## src/dram_ctrl_params.svh

```systemverilog
`ifndef DRAM_CTRL_PARAMS_SVH
`define DRAM_CTRL_PARAMS_SVH

// data path.
`define DATA_WIDTH    8

// address field widths of one l2 request.
`define BANK_BITS     3
`define ROW_BITS      7
`define COL_BITS      3

// device geometry, one select line each.
`define NUM_OF_BANKS  8
`define NUM_OF_ROWS   128
`define NUM_OF_COLS   8

// request queue entries, power of two.
`define FIFO_DEPTH    4

`endif

```

## src/dram_ctrl_pkg.sv

```systemverilog
`include "dram_ctrl_params.svh"

package dram_ctrl_pkg;

    typedef enum logic {
        L2_READ  = 1'b0,
        L2_WRITE = 1'b1
    } l2_op_e;

    // command code on the dram side.
    typedef enum logic [1:0] {
        CMD_ACT = 2'd0,
        CMD_RD  = 2'd1,
        CMD_WR  = 2'd2,
        CMD_PRE = 2'd3
    } dram_cmd_e;

    // tracker verdict for a bank and row.
    typedef enum logic [1:0] {
        ROW_HIT      = 2'd0,
        ROW_EMPTY    = 2'd1,
        ROW_CONFLICT = 2'd2
    } row_state_e;

    // 22-bit l2 instruction, op in the top bit.
    typedef struct packed {
        l2_op_e                 op;
        logic [`BANK_BITS-1:0]  bank;
        logic [`ROW_BITS-1:0]   row;
        logic [`COL_BITS-1:0]   col;
        logic [`DATA_WIDTH-1:0] data;
    } l2_req_t;

    // one-hot selects sent with each command.
    typedef struct packed {
        logic [`NUM_OF_BANKS-1:0] bank_sel;
        logic [`NUM_OF_ROWS-1:0]  row_sel;
        logic [`NUM_OF_COLS-1:0]  col_sel;
    } dram_sel_t;

endpackage

```

## src/l2_req_fifo.sv

```systemverilog
`timescale 1ns/1ps
`include "dram_ctrl_params.svh"

module l2_req_fifo
    import dram_ctrl_pkg::*;
(
    input  logic    clk,
    input  logic    reset,
    input  logic    push,
    input  l2_req_t req_in,
    input  logic    pop,
    output l2_req_t head,
    output logic    empty,
    output logic    full
);

    localparam int PTR_W = $clog2(`FIFO_DEPTH);
    localparam int CNT_W = $clog2(`FIFO_DEPTH + 1);

    l2_req_t            mem [`FIFO_DEPTH];
    logic [PTR_W-1:0]   wr_ptr;
    logic [PTR_W-1:0]   rd_ptr;
    logic [CNT_W-1:0]   count;
    logic               push_ok;
    logic               pop_ok;

    assign push_ok = push && !full;  // a push while full is dropped.
    assign pop_ok  = pop && !empty;

    assign empty = (count == '0);
    assign full  = (count == CNT_W'(`FIFO_DEPTH));
    assign head  = mem[rd_ptr];

    always_ff @(posedge clk) begin
        if (reset) begin
            wr_ptr <= '0;
            rd_ptr <= '0;
            count  <= '0;
        end else begin
            if (push_ok) begin
                wr_ptr <= wr_ptr + 1'b1;  // wraps at the depth.
            end
            if (pop_ok) begin
                rd_ptr <= rd_ptr + 1'b1;
            end
            case ({push_ok, pop_ok})
                2'b10:   count <= count + 1'b1;
                2'b01:   count <= count - 1'b1;
                default: count <= count;
            endcase
        end
    end

    // storage.
    always_ff @(posedge clk) begin
        if (push_ok) begin
            mem[wr_ptr] <= req_in;
        end
    end

endmodule

```

## src/dram_bank_tracker.sv

```systemverilog
`timescale 1ns/1ps
`include "dram_ctrl_params.svh"

module dram_bank_tracker
    import dram_ctrl_pkg::*;
(
    input  logic                  clk,
    input  logic                  reset,
    input  logic [`BANK_BITS-1:0] lookup_bank,
    input  logic [`ROW_BITS-1:0]  lookup_row,
    input  logic                  open_en,
    input  logic                  close_en,
    input  logic [`BANK_BITS-1:0] upd_bank,
    input  logic [`ROW_BITS-1:0]  upd_row,
    output row_state_e            row_state
);

    logic [`NUM_OF_BANKS-1:0] bank_open;
    logic [`ROW_BITS-1:0]     open_row [`NUM_OF_BANKS];

    // open flags, all banks closed out of reset.
    always_ff @(posedge clk) begin
        if (reset) begin
            bank_open <= '0;
        end else if (open_en) begin
            bank_open[upd_bank] <= 1'b1;
        end else if (close_en) begin
            bank_open[upd_bank] <= 1'b0;
        end
    end

    always_ff @(posedge clk) begin
        if (open_en) begin
            open_row[upd_bank] <= upd_row;
        end
    end

    // verdict is combinational.
    always_comb begin
        if (!bank_open[lookup_bank]) begin
            row_state = ROW_EMPTY;
        end else if (open_row[lookup_bank] == lookup_row) begin
            row_state = ROW_HIT;
        end else begin
            row_state = ROW_CONFLICT;  // other row open, needs pre.
        end
    end

endmodule

```

## src/dram_fsm.sv

```systemverilog
`timescale 1ns/1ps
`include "dram_ctrl_params.svh"

module dram_fsm
    import dram_ctrl_pkg::*;
(
    input  logic                   clk,
    input  logic                   reset,
    input  l2_req_t                head,
    input  logic                   empty,
    input  row_state_e             row_state,
    input  logic                   cmd_ack,
    input  logic [`DATA_WIDTH-1:0] dram_rdata,
    output logic                   pop,
    output logic [`BANK_BITS-1:0]  lookup_bank,
    output logic [`ROW_BITS-1:0]   lookup_row,
    output logic                   open_en,
    output logic                   close_en,
    output logic [`BANK_BITS-1:0]  upd_bank,
    output logic [`ROW_BITS-1:0]   upd_row,
    output logic                   cmd_req,
    output dram_cmd_e              cmd,
    output dram_sel_t              sel,
    output logic [`DATA_WIDTH-1:0] dram_wdata,
    output logic                   l2_rsp_valid,
    output logic [`DATA_WIDTH-1:0] l2_rsp_data
);

    typedef enum logic [2:0] {
        IDLE,
        PLAN,
        ISSUE,
        WAIT_ACK,
        WAIT_RELEASE,
        RESPOND
    } state_e;

    state_e    state_q;
    state_e    state_d;
    l2_req_t   req_q;
    dram_cmd_e next_cmd;
    logic      ack_seen;

    // request under service drives the tracker and the write data.
    assign lookup_bank = req_q.bank;
    assign lookup_row  = req_q.row;
    assign upd_bank    = req_q.bank;
    assign upd_row     = req_q.row;
    assign dram_wdata  = req_q.data;

    assign pop      = (state_q == IDLE) && !empty;
    assign ack_seen = (state_q == WAIT_ACK) && cmd_ack;
    assign open_en  = ack_seen && (cmd == CMD_ACT);
    assign close_en = ack_seen && (cmd == CMD_PRE);

    assign l2_rsp_valid = (state_q == RESPOND);

    // open-page rule. pre, then act, then the access.
    always_comb begin
        case (row_state)
            ROW_CONFLICT: next_cmd = CMD_PRE;
            ROW_EMPTY:    next_cmd = CMD_ACT;
            default:      next_cmd = (req_q.op == L2_WRITE) ? CMD_WR : CMD_RD;
        endcase
    end

    always_comb begin
        state_d = state_q;
        case (state_q)
            IDLE: begin
                if (!empty) begin
                    state_d = PLAN;
                end
            end
            PLAN:     state_d = ISSUE;
            ISSUE:    state_d = WAIT_ACK;
            WAIT_ACK: begin
                if (cmd_ack) begin
                    state_d = WAIT_RELEASE;
                end
            end
            WAIT_RELEASE: begin
                if (!cmd_ack) begin
                    if (cmd == CMD_RD) begin
                        state_d = RESPOND;
                    end else if (cmd == CMD_WR) begin
                        state_d = IDLE;
                    end else begin
                        state_d = PLAN;  // re-plan after pre or act.
                    end
                end
            end
            RESPOND:  state_d = IDLE;
            default:  state_d = IDLE;
        endcase
    end

    always_ff @(posedge clk) begin
        if (reset) begin
            state_q <= IDLE;
            cmd_req <= 1'b0;
        end else begin
            state_q <= state_d;
            if (state_q == ISSUE) begin
                cmd_req <= 1'b1;
            end else if (ack_seen) begin
                cmd_req <= 1'b0;  // drop one cycle after ack.
            end
        end
    end

    // payload registers.
    always_ff @(posedge clk) begin
        if (pop) begin
            req_q <= head;
        end
        if (state_q == PLAN) begin
            cmd          <= next_cmd;
            sel.bank_sel <= {{(`NUM_OF_BANKS-1){1'b0}}, 1'b1} << req_q.bank;
            sel.row_sel  <= {{(`NUM_OF_ROWS-1){1'b0}}, 1'b1} << req_q.row;
            sel.col_sel  <= {{(`NUM_OF_COLS-1){1'b0}}, 1'b1} << req_q.col;
        end
        if (ack_seen && (cmd == CMD_RD)) begin
            l2_rsp_data <= dram_rdata;  // valid while ack is high.
        end
    end

endmodule

```

## src/dram_ctrl.sv

```systemverilog
`timescale 1ns/1ps
`include "dram_ctrl_params.svh"

module dram_ctrl
    import dram_ctrl_pkg::*;
(
    input  logic                     clk,
    input  logic                     reset,
    input  logic                     l2_req,
    input  l2_req_t                  l2_req_instr,
    input  logic                     cmd_ack,
    input  logic [`DATA_WIDTH-1:0]   dram_rdata,
    output logic                     l2_req_full,
    output logic                     l2_rsp_valid,
    output logic [`DATA_WIDTH-1:0]   l2_rsp_data,
    output logic                     cmd_req,
    output dram_cmd_e                cmd,
    output logic [`NUM_OF_BANKS-1:0] bank_sel,
    output logic [`NUM_OF_ROWS-1:0]  row_sel,
    output logic [`NUM_OF_COLS-1:0]  col_sel,
    output logic [`DATA_WIDTH-1:0]   dram_wdata
);

    l2_req_t               fifo_head;
    logic                  fifo_empty;
    logic                  fifo_pop;
    logic [`BANK_BITS-1:0] lookup_bank;
    logic [`ROW_BITS-1:0]  lookup_row;
    row_state_e            row_state;
    logic                  open_en;
    logic                  close_en;
    logic [`BANK_BITS-1:0] upd_bank;
    logic [`ROW_BITS-1:0]  upd_row;
    dram_sel_t             sel;

    assign bank_sel = sel.bank_sel;
    assign row_sel  = sel.row_sel;
    assign col_sel  = sel.col_sel;

    l2_req_fifo u_fifo (
        .clk    (clk),
        .reset  (reset),
        .push   (l2_req),
        .req_in (l2_req_instr),
        .pop    (fifo_pop),
        .head   (fifo_head),
        .empty  (fifo_empty),
        .full   (l2_req_full)
    );

    dram_bank_tracker u_tracker (
        .clk         (clk),
        .reset       (reset),
        .lookup_bank (lookup_bank),
        .lookup_row  (lookup_row),
        .open_en     (open_en),
        .close_en    (close_en),
        .upd_bank    (upd_bank),
        .upd_row     (upd_row),
        .row_state   (row_state)
    );

    dram_fsm u_fsm (
        .clk          (clk),
        .reset        (reset),
        .head         (fifo_head),
        .empty        (fifo_empty),
        .row_state    (row_state),
        .cmd_ack      (cmd_ack),
        .dram_rdata   (dram_rdata),
        .pop          (fifo_pop),
        .lookup_bank  (lookup_bank),
        .lookup_row   (lookup_row),
        .open_en      (open_en),
        .close_en     (close_en),
        .upd_bank     (upd_bank),
        .upd_row      (upd_row),
        .cmd_req      (cmd_req),
        .cmd          (cmd),
        .sel          (sel),
        .dram_wdata   (dram_wdata),
        .l2_rsp_valid (l2_rsp_valid),
        .l2_rsp_data  (l2_rsp_data)
    );

endmodule

```

## config.mk

```make
export PLATFORM = sky130hd
export DESIGN_NAME = dram_ctrl
export DESIGN_NICKNAME = d
export VERILOG_FILES = /design/src/dram_ctrl_pkg.sv /design/src/l2_req_fifo.sv /design/src/dram_bank_tracker.sv /design/src/dram_fsm.sv /design/src/dram_ctrl.sv
export VERILOG_INCLUDE_DIRS = /design/src
export SDC_FILE = /design/constraint.sdc
export NUM_CORES = 1
export LEC_CHECK = 0
export ABC_AREA = 0
export BUFFER_PORTS_ARGS = -buffer_cell sky130_fd_sc_hd__buf_2
export CAP_MARGIN = 0
export CORE_UTILIZATION = 45
export CTS_CLUSTER_SIZE = 25
export DETAILED_ROUTE_END_ITERATION = 8
export HOLD_SLACK_MARGIN = 0.12
export PLACE_DENSITY = 0.66
export RECOVER_POWER = 50
export SYNTH_ARGS = -nofsm -noshare
export SYNTH_HDL_FRONTEND = slang
export SYNTH_SLANG_ARGS = --single-unit
```

## constraint.sdc

```tcl
create_clock -name clk -period 20.9 [get_ports clk]
set_input_delay 3.135 -clock clk [delete_from_list [all_inputs] [get_ports clk]]
set_output_delay 3.135 -clock clk [all_outputs]
set_load 0.02 [all_outputs]
```

# --- Yosys cells after proc, flatten, opt, wreduce, memory -nomap -nowiden ---
# Memories as Yosys holds them, arrays and structs flattened. A register that Yosys moved wholly into a read port is not among the register bits.
# Index checks and enable logic that the tools add are counted.
classes:
  add_sub_neg: 4
  multipliers: 0
  n_div: 0
  magnitude_cmp: 2
  eq_ne: 17
  n_shift: 3
  n_mux: 23
  n_bitwise: 3
  n_reduce_logical: 17
ops:
  columns: ["cell", "n"]
  rows:
  - ["1-bit by 7-bit left shift with 128-bit output (first input constant)", 1]
  - ["8-bit two-way mux", 2]
  - ["1-bit by 3-bit left shift with 8-bit output (first input constant)", 2]
  - ["3-bit one-hot mux with 5 select lines", 1]
  - ["3-bit two-way mux", 4]
  - ["3-bit == test (second input constant)", 3]
  - ["1-bit two-way mux", 9]
  - ["8-bit AND", 1]
  - ["2-bit == test (second input constant)", 4]
  - ["1-bit logical AND", 8]
  - ["8-bit inverter", 1]
  - ["8-bit bitwise OR", 1]
  - ["7-bit == test", 1]
  - ["2-bit by 1-bit == test with 1-bit output (second input constant)", 3]
  - ["3-bit by 2-bit == test with 1-bit output (second input constant)", 2]
  - ["3-bit zero test", 2]
  - ["2-bit two-way mux", 3]
  - ["2-bit inequality test (second input constant)", 3]
  - ["3-bit one-hot mux with 2 select lines", 1]
  - ["2-bit nonzero test", 3]
  - ["2-bit by 1-bit adder with 2-bit output (second input constant)", 2]
  - ["3-bit by 4-bit less-than comparator with 1-bit output (second input constant)", 1]
  - ["2-bit one-hot mux with 2 select lines", 1]
  - ["3-bit by 1-bit adder with 3-bit output (second input constant)", 1]
  - ["8 further kinds", 9]
word_totals:
  ff_bits: 173
  latchBits: 0
  ramBits: 144
  mem_bits_ro: 0
  in_bits: 34
  output_inout_bits: 165
  wordCells: 82
  mem_count: 2
mem_list:
  columns: ["name", "words", "word_bits", "read_ports", "rd_clocked_by_memory_dff", "wr", "line_no", "source"]
  rows:
  - ["u_fifo.mem", 4, 22, 1, 1, 1, "l2_req_fifo.sv:20", "l2_req_t mem [`FIFO_DEPTH];"]
  - ["u_tracker.open_row", 8, 7, 1, 0, 1, "dram_bank_tracker.sv:19", "logic [`ROW_BITS-1:0] open_row [`NUM_OF_BANKS];"]

# --- Logic depth before layout (Yosys ltp) ---
# Gate-level depths: netlist of run 1.
depth:
  ltp_word: 8
  ltp_mapped: 11
  depth_no_buf: 10

# --- Hierarchy ---
# Synthesis of run 1 repeated with hierarchy kept, for this count alone.
unflattened:
  cells_unflattened: 774
  hier_area_um2: 13037.5
by_module_without_submodules:
  columns: ["module", "n_inst", "cells_per_inst", "area_per_inst_um2"]
  rows:
  - ["dram_fsm", 1, 452, 6742.7]
  - ["l2_req_fifo", 1, 168, 3651.0]
  - ["dram_bank_tracker", 1, 154, 2643.8]

# --- Worst setup path after synthesis of run 1 ---
# OpenSTA, ideal clock, no wires.
synth_timing:
  kind: "flip-flop to flip-flop"
  from: "register u_fsm.state_q[2]"
  to: "register u_fsm.cmd[0] (enable)"
  arrival_ns: 11.101
  required_time_ns: 20.040
  slack_ns: 8.939
  stages_incl_launch_ff: 3
  path_buffers: 1
  period_less_slack_ns: 11.961
  cell_sequence: "dfxtp_1 -> clkbuf_1 -> nor3b_1"
synth_between:
  elab_chain_len: 1
synth_rtl:
  columns: ["element", "line_no", "source"]
  rows:
  - ["start: declaration", "dram_fsm.sv:38", "state_e state_q;"]
  - ["start signal: assignment", "dram_fsm.sv:103", "state_q <= state_d;"]
  - ["3-bit by 1-bit == test with 1-bit output", "dram_fsm.sv:117", "if (state_q == PLAN) begin"]
  - ["end signal: assignment", "dram_fsm.sv:118", "cmd <= next_cmd;"]
  - ["end: declaration", "dram_fsm.sv:22", "output dram_cmd_e cmd,"]
# No other way between the ends.
# A chain may end at the register's enable or synchronous reset.

# --- Worst setup path in the final report of run 1 ---
layout_timing:
  from: "register u_fsm.state_q[0]"
  to: "register u_fsm.sel[17] (netlist name)"
layout_between:
  elab_chain_len: 1
layout_rtl:
  columns: ["element", "line_no"]
  rows:
  - ["3-bit by 1-bit == test with 1-bit output", "dram_fsm.sv:117"]
# No other way between the ends.

==> impl_metrics.tcl, run 1 <==
set metrics [dict create \
    track_usage 0.1764 \
    diodes 0 \
    setup_ws_ns 13.52 \
    power_density_nw_per_um2 145.3 \
    final_nets 987 \
    cp_max_fo 85 \
    p_leak_nw 5.326 \
    critPathKind "reg2reg" \
    post_drt_wl_per_cell_um 18.93 \
    fillers 2283 \
    cts_buffer_depth 3 \
    clk_latency_ns 0.51 \
    violations "capacitance limit, slew limit" \
    via_count 6903 \
    syn_inst 758 \
    synth_fp_nets 798 \
    p_int_mw 1.478 \
    max_freq_mhz 135.5 \
    regArea_um2 9991 \
    multi_input_area_um2 2399 \
    synthFlopType "edfxtp_1" \
    antenna_found_initial 0 \
    hold_class "reg2reg" \
    rows 61 \
    coreArea_um2 27780 \
    place.gp.congestion 0.7953 \
    numCtsBuffers 35 \
    finalCritPeriodShare 0.3532 \
    avgViaCountPerCell 5.125 \
    synth-seq-cells 339 \
    drive_above_1_share 0.2704 \
    ant_nets 0 \
    ios 199 \
    area_growth_pct 18.35 \
    port_buffers 198 \
    syn_area_um2 12730 \
    first_iter_violations 647 \
    cp.required_ns 20.90 \
    yosysSeqAreaShare 0.7847 \
    syn_avg_cell_area_um2 16.80 \
    grt_pass1_vias 6825 \
    cts_setup_buffers 0 \
    ys_async_sr_fraction 0 \
    grt_pass1_wl_um 38450 \
    dr.pass1.iters 5 \
    power_frac_seq 0.476 \
    die_h_um 170.2 \
    finalSetupTns_ns 0 \
    critPathLaunchType "flip-flop" \
    cts_sinks 339 \
    path_clk_slew_ns 0.06 \
    hold_buffers 0 \
    clockPowerShare 0.280 \
    pwr-share-comb 0.245 \
    min_period_ns 7.381 \
    fin_skew_ns 0.02141 \
    ys_types 46 \
    status "finished, violations left" \
    rsz0062_at_grt "no" \
    swShare 0.3252 \
    hold_violations 0 \
    crit_path_end_kind "flip-flop" \
    root_buffer "clkbuf_16" \
    hpwl_um 16080 \
    grt_max_degree 86 \
    p_switching_mw 0.7119 \
    final-max-slew-violation-count 167 \
    arrival_ns 7.38 \
    drt_wl_total_um 25500 \
    initial_utilization 0.4583 \
    worst_pin_slew_ns 4.361 \
    cts_max_level 2 \
    cts_resized 0 \
    holdWs_ns 0.4758 \
    cts_tree "yes" \
    synth_edf_count 320 \
    cap_violations 3 \
    grt_overflow 0 \
    vdd_drop_max_v 0.00007127 \
    setup_viol 0 \
    die_x_um 170.2 \
    maxSlewHeadroom -1.907 \
    yosys_warnings 0 \
    die_area_um2 28970 \
    pre_cts_ws_ns 15.64 \
    drc 0 \
]
-- power groups by stage --
| stage | registers, mW | logic (mW) | clock network, mW |
|---|---|---|---|
| 2_1_floorplan | 1.14 | 0.304 | 0 |
| 3_3_place_gp | 1.04 | 0.541 | 0 |
| 3_5_place_dp | 1.05 | 0.546 | 0 |
| 4_1_cts | 1.03 | 0.548 | 0.620 |
| 5_1_grt | 1.06 | 0.578 | 0.648 |
| 6_report | 1.04 | 0.536 | 0.612 |
-- cell type report --
| type | count | area share |
|---|---|---|
| Sequential cell | 339 | 0.6631 |
| Tap cell | 378 | 0.03139 |
| Timing Repair Buffer | 204 | 0.06577 |
| Clock buffer | 40 | 0.06079 |
| Clock inverter | 19 | 0.01379 |
| Multi-Input combinational cell | 343 | 0.1592 |
| Inverter | 24 | 0.005979 |
-- state kept, by name (all words and copies together), names as in the netlist, named ones only --
signal / count
u_fsm.cmd_req: 1
u_fifo.mem: 88
u_fsm.req_q: 4
u_fsm.state_q: 3
u_fsm.cmd: 2
u_fsm.dram_wdata: 8
u_fifo.wr_ptr: 2
u_fsm.lookup_bank: 3
u_fsm.sel: 144
u_fsm.lookup_row: 7
u_tracker.open_row: 56
u_fifo.rd_ptr: 2
u_fifo.count: 3
u_fsm.l2_rsp_data: 8
-- cell usage after synthesis, drive strengths merged (2+ instances only) --
library cell | n | share of area
edfxtp | 320 | 0.75
inv | 24 | 0.0071
nand2 | 24 | 0.0071
or3 | 7 | 0.0034
ha | 5 | 0.0049
nor2 | 144 | 0.042
a21oi | 13 | 0.0051
clkbuf | 33 | 0.0097
nor2b | 8 | 0.0039
nand4 | 5 | 0.0025
nor3 | 4 | 0.0016
mux2 | 3 | 0.0027
nand3 | 12 | 0.0047
xnor2 | 6 | 0.0041
nor4b | 2 | 0.0014
xor2 | 4 | 0.0028
nor3b | 5 | 0.0029
dfxtp | 19 | 0.030
nand3b | 3 | 0.0018
or2 | 4 | 0.0020
o21ai | 9 | 0.0035
a41oi | 2 | 0.0014
mux2i | 16 | 0.013
and3b | 3 | 0.0021
buf | 19 | 0.010
nand2b | 11 | 0.0054
mux4 | 32 | 0.057
and3 | 3 | 0.0015
o32ai | 2 | 0.0014
and2 | 4 | 0.0020
-- layer usage --
| metal | wire, µm | share of wire | vias to the layer above | global-route usage |
|---|---|---|---|---|
| li1 | - | - | 3176 | - |
| met1 | 10920 | 0.43 | 3428 | 0.2403 |
| met2 | 12410 | 0.49 | 247 | 0.2856 |
| met3 | 1503 | 0.059 | 52 | 0.03256 |
| met4 | 668 | 0.026 | 0 | 0.06189 |
| met5 | 0 | 0 | - | 0 |
-- cell families (layout without fill, tap and decap cells) --
| kind of cell | count (synthesis) | in the layout | share of synthesized area |
|---|---|---|---|
| flops | 339 | 339 | 0.7847 |
| simple gates | 241 | 241 | 0.08570 |
| buf+inv | 76 | 287 | 0.02693 |
| mux | 51 | 51 | 0.07184 |
| compound gates | 35 | 35 | 0.01750 |
| xor+xnor | 10 | 10 | 0.006879 |
| fa+ha+maj | 6 | 6 | 0.006487 |
-- layout by cell type (no fill, tap or decap), types with 5 or more instances in the layout --
cell type,count
a21oi_1,13
buf_2,174
clkbuf_1,32
clkbuf_16,36
clkinv_1,7
dfxtp_1,18
edfxtp_1,320
ha_1,5
inv_1,24
mux2i_1,16
mux4_2,32
nand2_1,24
nand2b_1,11
nand3_1,12
nand4_1,5
nor2_1,144
nor2b_1,8
nor3b_1,5
o21ai_0,9
or3_1,7
xnor2_1,6
-- per-stage QoR --
stage | instances | power, mW | util | area (µm²)
4_1_cts | 1347 | 2.202 | 0.5444 | 15120
3_3_place_gp | 1288 | 1.584 | 0.5039 | 14000
6_report | 1347 | 2.189 | 0.5423 | 15070
2_1_floorplan | 758 | 1.440 | - | 12730
5_1_grt | 1347 | 2.288 | 0.5423 | 15070
3_5_place_dp | 1288 | 1.593 | 0.5039 | 14000
-- worst max-delay path, cell delays in order (launching register included) --
cell and delay [ns]:
dfxtp_1 0.45, nor3b_1 1.01, clkbuf_1 2.10, clkbuf_1 3.22
-- worst paths after layout --
kind                                  to  cells past startpoint  slack, ns                          start
max          u_fsm.sel[17]$_SDFFCE_PP0P_                      3      13.52  u_fsm.state_q[0]$_SDFFE_PP0P_
min           u_fsm.cmd_req$_SDFFE_PP0P_                      2       0.48     u_fsm.cmd_req$_SDFFE_PP0P_
max reg2reg  u_fsm.sel[17]$_SDFFCE_PP0P_                      3      13.52  u_fsm.state_q[0]$_SDFFE_PP0P_
min reg2reg   u_fsm.cmd_req$_SDFFE_PP0P_                      2       0.48     u_fsm.cmd_req$_SDFFE_PP0P_
Power figures use the tool's default switching activity.
==> inputs of run 2 (changes only) <==
--- a/config.mk
+++ b/config.mk
@@ -6,14 +6,14 @@
 export SDC_FILE = /design/constraint.sdc
 export NUM_CORES = 1
 export LEC_CHECK = 0
-export ABC_AREA = 0
+export ABC_AREA = 1
 export BUFFER_PORTS_ARGS = -buffer_cell sky130_fd_sc_hd__buf_2
 export CAP_MARGIN = 0
 export CORE_UTILIZATION = 45
 export CTS_CLUSTER_SIZE = 25
 export DETAILED_ROUTE_END_ITERATION = 8
 export HOLD_SLACK_MARGIN = 0.12
-export PLACE_DENSITY = 0.66
+export PLACE_DENSITY = 0.65
 export RECOVER_POWER = 50
 export SYNTH_ARGS = -nofsm -noshare
 export SYNTH_HDL_FRONTEND = slang
==> constraint.sdc (replaced) <==
create_clock -name clk -period 7.2 [get_ports clk]
set_input_delay 1.08 -clock clk [delete_from_list [all_inputs] [get_ports clk]]
set_output_delay 1.08 -clock clk [all_outputs]
set_load 0.02 [all_outputs]
==> run 2 against run 1 <==
  * The flow still finishes with violations (capacitance limit, slew limit)
  * Critical path depth grew 6
  * Maximum frequency grew 64%
  * Wire length grew 9.5%
  * Worst setup slack lost 11 ns
  * Clock-buffer cell count grew 9
  * Flip-flop and latch count is the same
==> impl_metrics.tcl, run 2 <==
set metrics [dict create \
    cts_setup_buffers 0 \
    coreArea_um2 28860 \
    largest-register "u_fsm.sel" \
    hold_class "reg2reg" \
    critPathKind "reg2reg" \
    place.gp.congestion 0.7760 \
    synthTopCellsByArea "edfxtp_1 (72%), nor2_1 (5.1%), nand2_1 (4.6%)" \
    synthTopCellsByCount "edfxtp_1 (320), nor2_1 (179), nand2_1 (161)" \
    setup_viol 0 \
    maxSlewHeadroom -1.392 \
    cp.required_ns 7.46 \
    grt_overflow 0 \
    hold_buffers 0 \
    die_h_um 173.7 \
    port_buffers 198 \
    hold_depth 2 \
    cts_tree "yes" \
    critPathLaunchType "flip-flop" \
    final_nets 1265 \
    avgViaCountPerCell 5.094 \
    grt_max_degree 147 \
    syn_area_um2 13260 \
    cp_cell_sequence "clkbuf_1, clkinv_1, buf_4, nand3_1, nand2_1, nor2_2, nand3_1, nand2_1, inv_1" \
    ys_types 34 \
    numCtsBuffers 36 \
    synth_top_area_cell "edfxtp_1" \
    hpwl_um 16640 \
    synthSimpleGateAreaFrac 0.1615 \
    drive_above_1_share 0.2005 \
    yosysSeqAreaShare 0.7532 \
    power_density_nw_per_um2 433.0 \
    synth_xor_area_frac 0 \
    min_period_ns 4.514 \
    diodes 0 \
    antenna_found_initial 0 \
    cp_max_fo 74 \
    holdWs_ns 0.4653 \
    syn_inst 1042 \
    finalSetupTns_ns 0 \
    root_buffer "clkbuf_16" \
    layout_common_cells "edfxtp_1 (320), nor2_1 (177), buf_2 (171)" \
    status "finished, violations left" \
    reg2reg_from "u_fsm.lookup_row[6]$_DFFE_PP_" \
    fin_cells 1636 \
    r2r_end "u_fsm.cmd[1]$_DFFE_PP_" \
    p_leak_nw 5.840 \
    top_regs "u_fsm.sel x144, u_fifo.mem x88, u_tracker.open_row x56" \
    ant_nets 0 \
    critPathTopFamily "buffers and inverters" \
    largest_register_ff_count 144 \
    cap_violations 6 \
    finalCritPeriodShare 0.6270 \
    grt_pass1_vias 7960 \
    hold_violations 0 \
    cts_sinks 339 \
    max_freq_mhz 221.5 \
    via_count 8334 \
    synthAdderAreaFrac 0.006226 \
    post_drt_wl_per_cell_um 17.07 \
    violations "capacitance limit, slew limit" \
    r2r_slack_ns 2.69 \
    synth_compound_area_frac 0.03877 \
    ff2ff_path_depth 9 \
    critPathMaxStageDelay_ns 2.41 \
    synth_fp_nets 1082 \
    final-max-slew-violation-count 371 \
    track_usage 0.1833 \
    rows 62 \
    placed_area_um2 14540 \
    area_growth_pct 17.99 \
    ios 199 \
    cts_buffer_depth 3 \
    synth_top_area_frac 0.7245 \
    synth_edf_count 320 \
    cts_max_level 2 \
    syn_avg_cell_area_um2 12.73 \
    drt_wl_total_um 27920 \
    clk_latency_ns 0.52 \
    critPathBufInv 4 \
    arrival_ns 4.78 \
    grt_pass1_wl_um 43440 \
    yosysMostFrequentCell "edfxtp_1" \
    yosys_warnings 0 \
    fillers 2484 \
    initial_utilization 0.4596 \
    crit_slowest_cell "clkbuf_1" \
    fin_skew_ns 0.02470 \
    die_area_um2 30160 \
    vdd_drop_max_v 0.0002304 \
    first_iter_violations 717 \
    path_clk_slew_ns 0.06 \
    layout_commonest_cell "edfxtp_1" \
    synthFlopType "edfxtp_1" \
    synth_top_family_by_area "simple AND/OR/NAND/NOR gates" \
    synth-seq-cells 339 \
    drc 0 \
    cts_resized 0 \
    dr.pass1.iters 5 \
    dp_cells 1571 \
    muxShareOfSynthArea 0 \
    design_area_um2 15650 \
    die_x_um 173.7 \
    ys_async_sr_fraction 0 \
    rsz0062_at_grt "no" \
    worst_pin_slew_ns 3.588 \
    cp.depth 9 \
    crit_path_end_kind "flip-flop" \
]
## run 2: cell count changes in the layout (fill, tap and decap cells not counted), sizes merged, moves of 31 or more
cell | previous run | this run
mux4 | 32 | 0
nand2 | 24 | 163
nand3 | 12 | 43
nand4 | 5 | 43
nor2 | 144 | 185
nor3 | 4 | 50
o21ai | 9 | 45
## run 2: logic make-up (layout without fill, tap and decap cells)
group	count (synthesis)	after routing
buffers and inverters	118	328
AND/OR/NAND/NOR	486	486
flip-flops	339	339
adder cells (fa/ha/maj)	6	6
AO/OA/AOI/OAI	93	93
## run 2: how the worst max path moves through the flow
stage,from,endpoint,slack [ns]
2_1_floorplan,u_fsm.state_q[2]$_SDFFE_PP0P_,u_fsm.cmd[0]$_DFFE_PP_,0.58
3_3_place_gp,l2_req,u_fifo.mem[0][10]$_DFFE_PP_,4.24
3_5_place_dp,l2_req,u_fifo.mem[1][10]$_DFFE_PP_,4.17
4_1_cts,u_fsm.state_q[2]$_SDFFE_PP0P_,l2_rsp_valid,4.47
5_1_grt,u_fsm.lookup_row[6]$_DFFE_PP_,u_fsm.cmd[1]$_DFFE_PP_,2.27
6_report,u_fsm.lookup_row[6]$_DFFE_PP_,u_fsm.cmd[1]$_DFFE_PP_,2.69
## run 2: power breakdown
group / total (mW) / switching [mW] / internal (mW)
clock network: 1.86 / 0.734 / 1.13
registers: 2.97 / 0.180 / 2.79
logic: 1.94 / 1.51 / 0.435
## run 2: per-layer routing
metal,vias to the layer above,GRT usage,share of wire
li1,4067,-,-
met1,3951,0.2508,0.45
met2,269,0.3007,0.48
met3,47,0.03224,0.055
met4,0,0.05409,0.021
met5,-,0,0
## run 2: layout make-up
cell class / count / area [µm²] / share of cell area
clock inverter: 16 / 175.2 / 0.01119
timing repair buffer: 211 / 1022 / 0.06532
tap: 384 / 480.5 / 0.03070
inverter: 52 / 197.7 / 0.01263
sequential: 339 / 9990 / 0.6384
multi-input combinational: 585 / 2741 / 0.1752
clock buffer: 49 / 1042 / 0.06660
## run 2: worst register-to-register path, delay by kind of cell (launching register included)
family                 cells  cell delay (ns)
buffers and inverters      4             3.33
AND/OR/NAND/NOR            5             0.62
flip-flops                 1             0.32
## run 2: stage by stage
stage | worst slack (ns) | total power, mW | util
final | 2.686 | 6.776 | 0.5423
after global routing | 2.268 | 7.122 | 0.5423
after CTS | 4.466 | 6.836 | 0.5459
after detailed placement | 4.174 | 4.963 | 0.5037
after global placement | 4.235 | 4.937 | 0.5037
after floorplan | 0.5830 | 4.372 | -
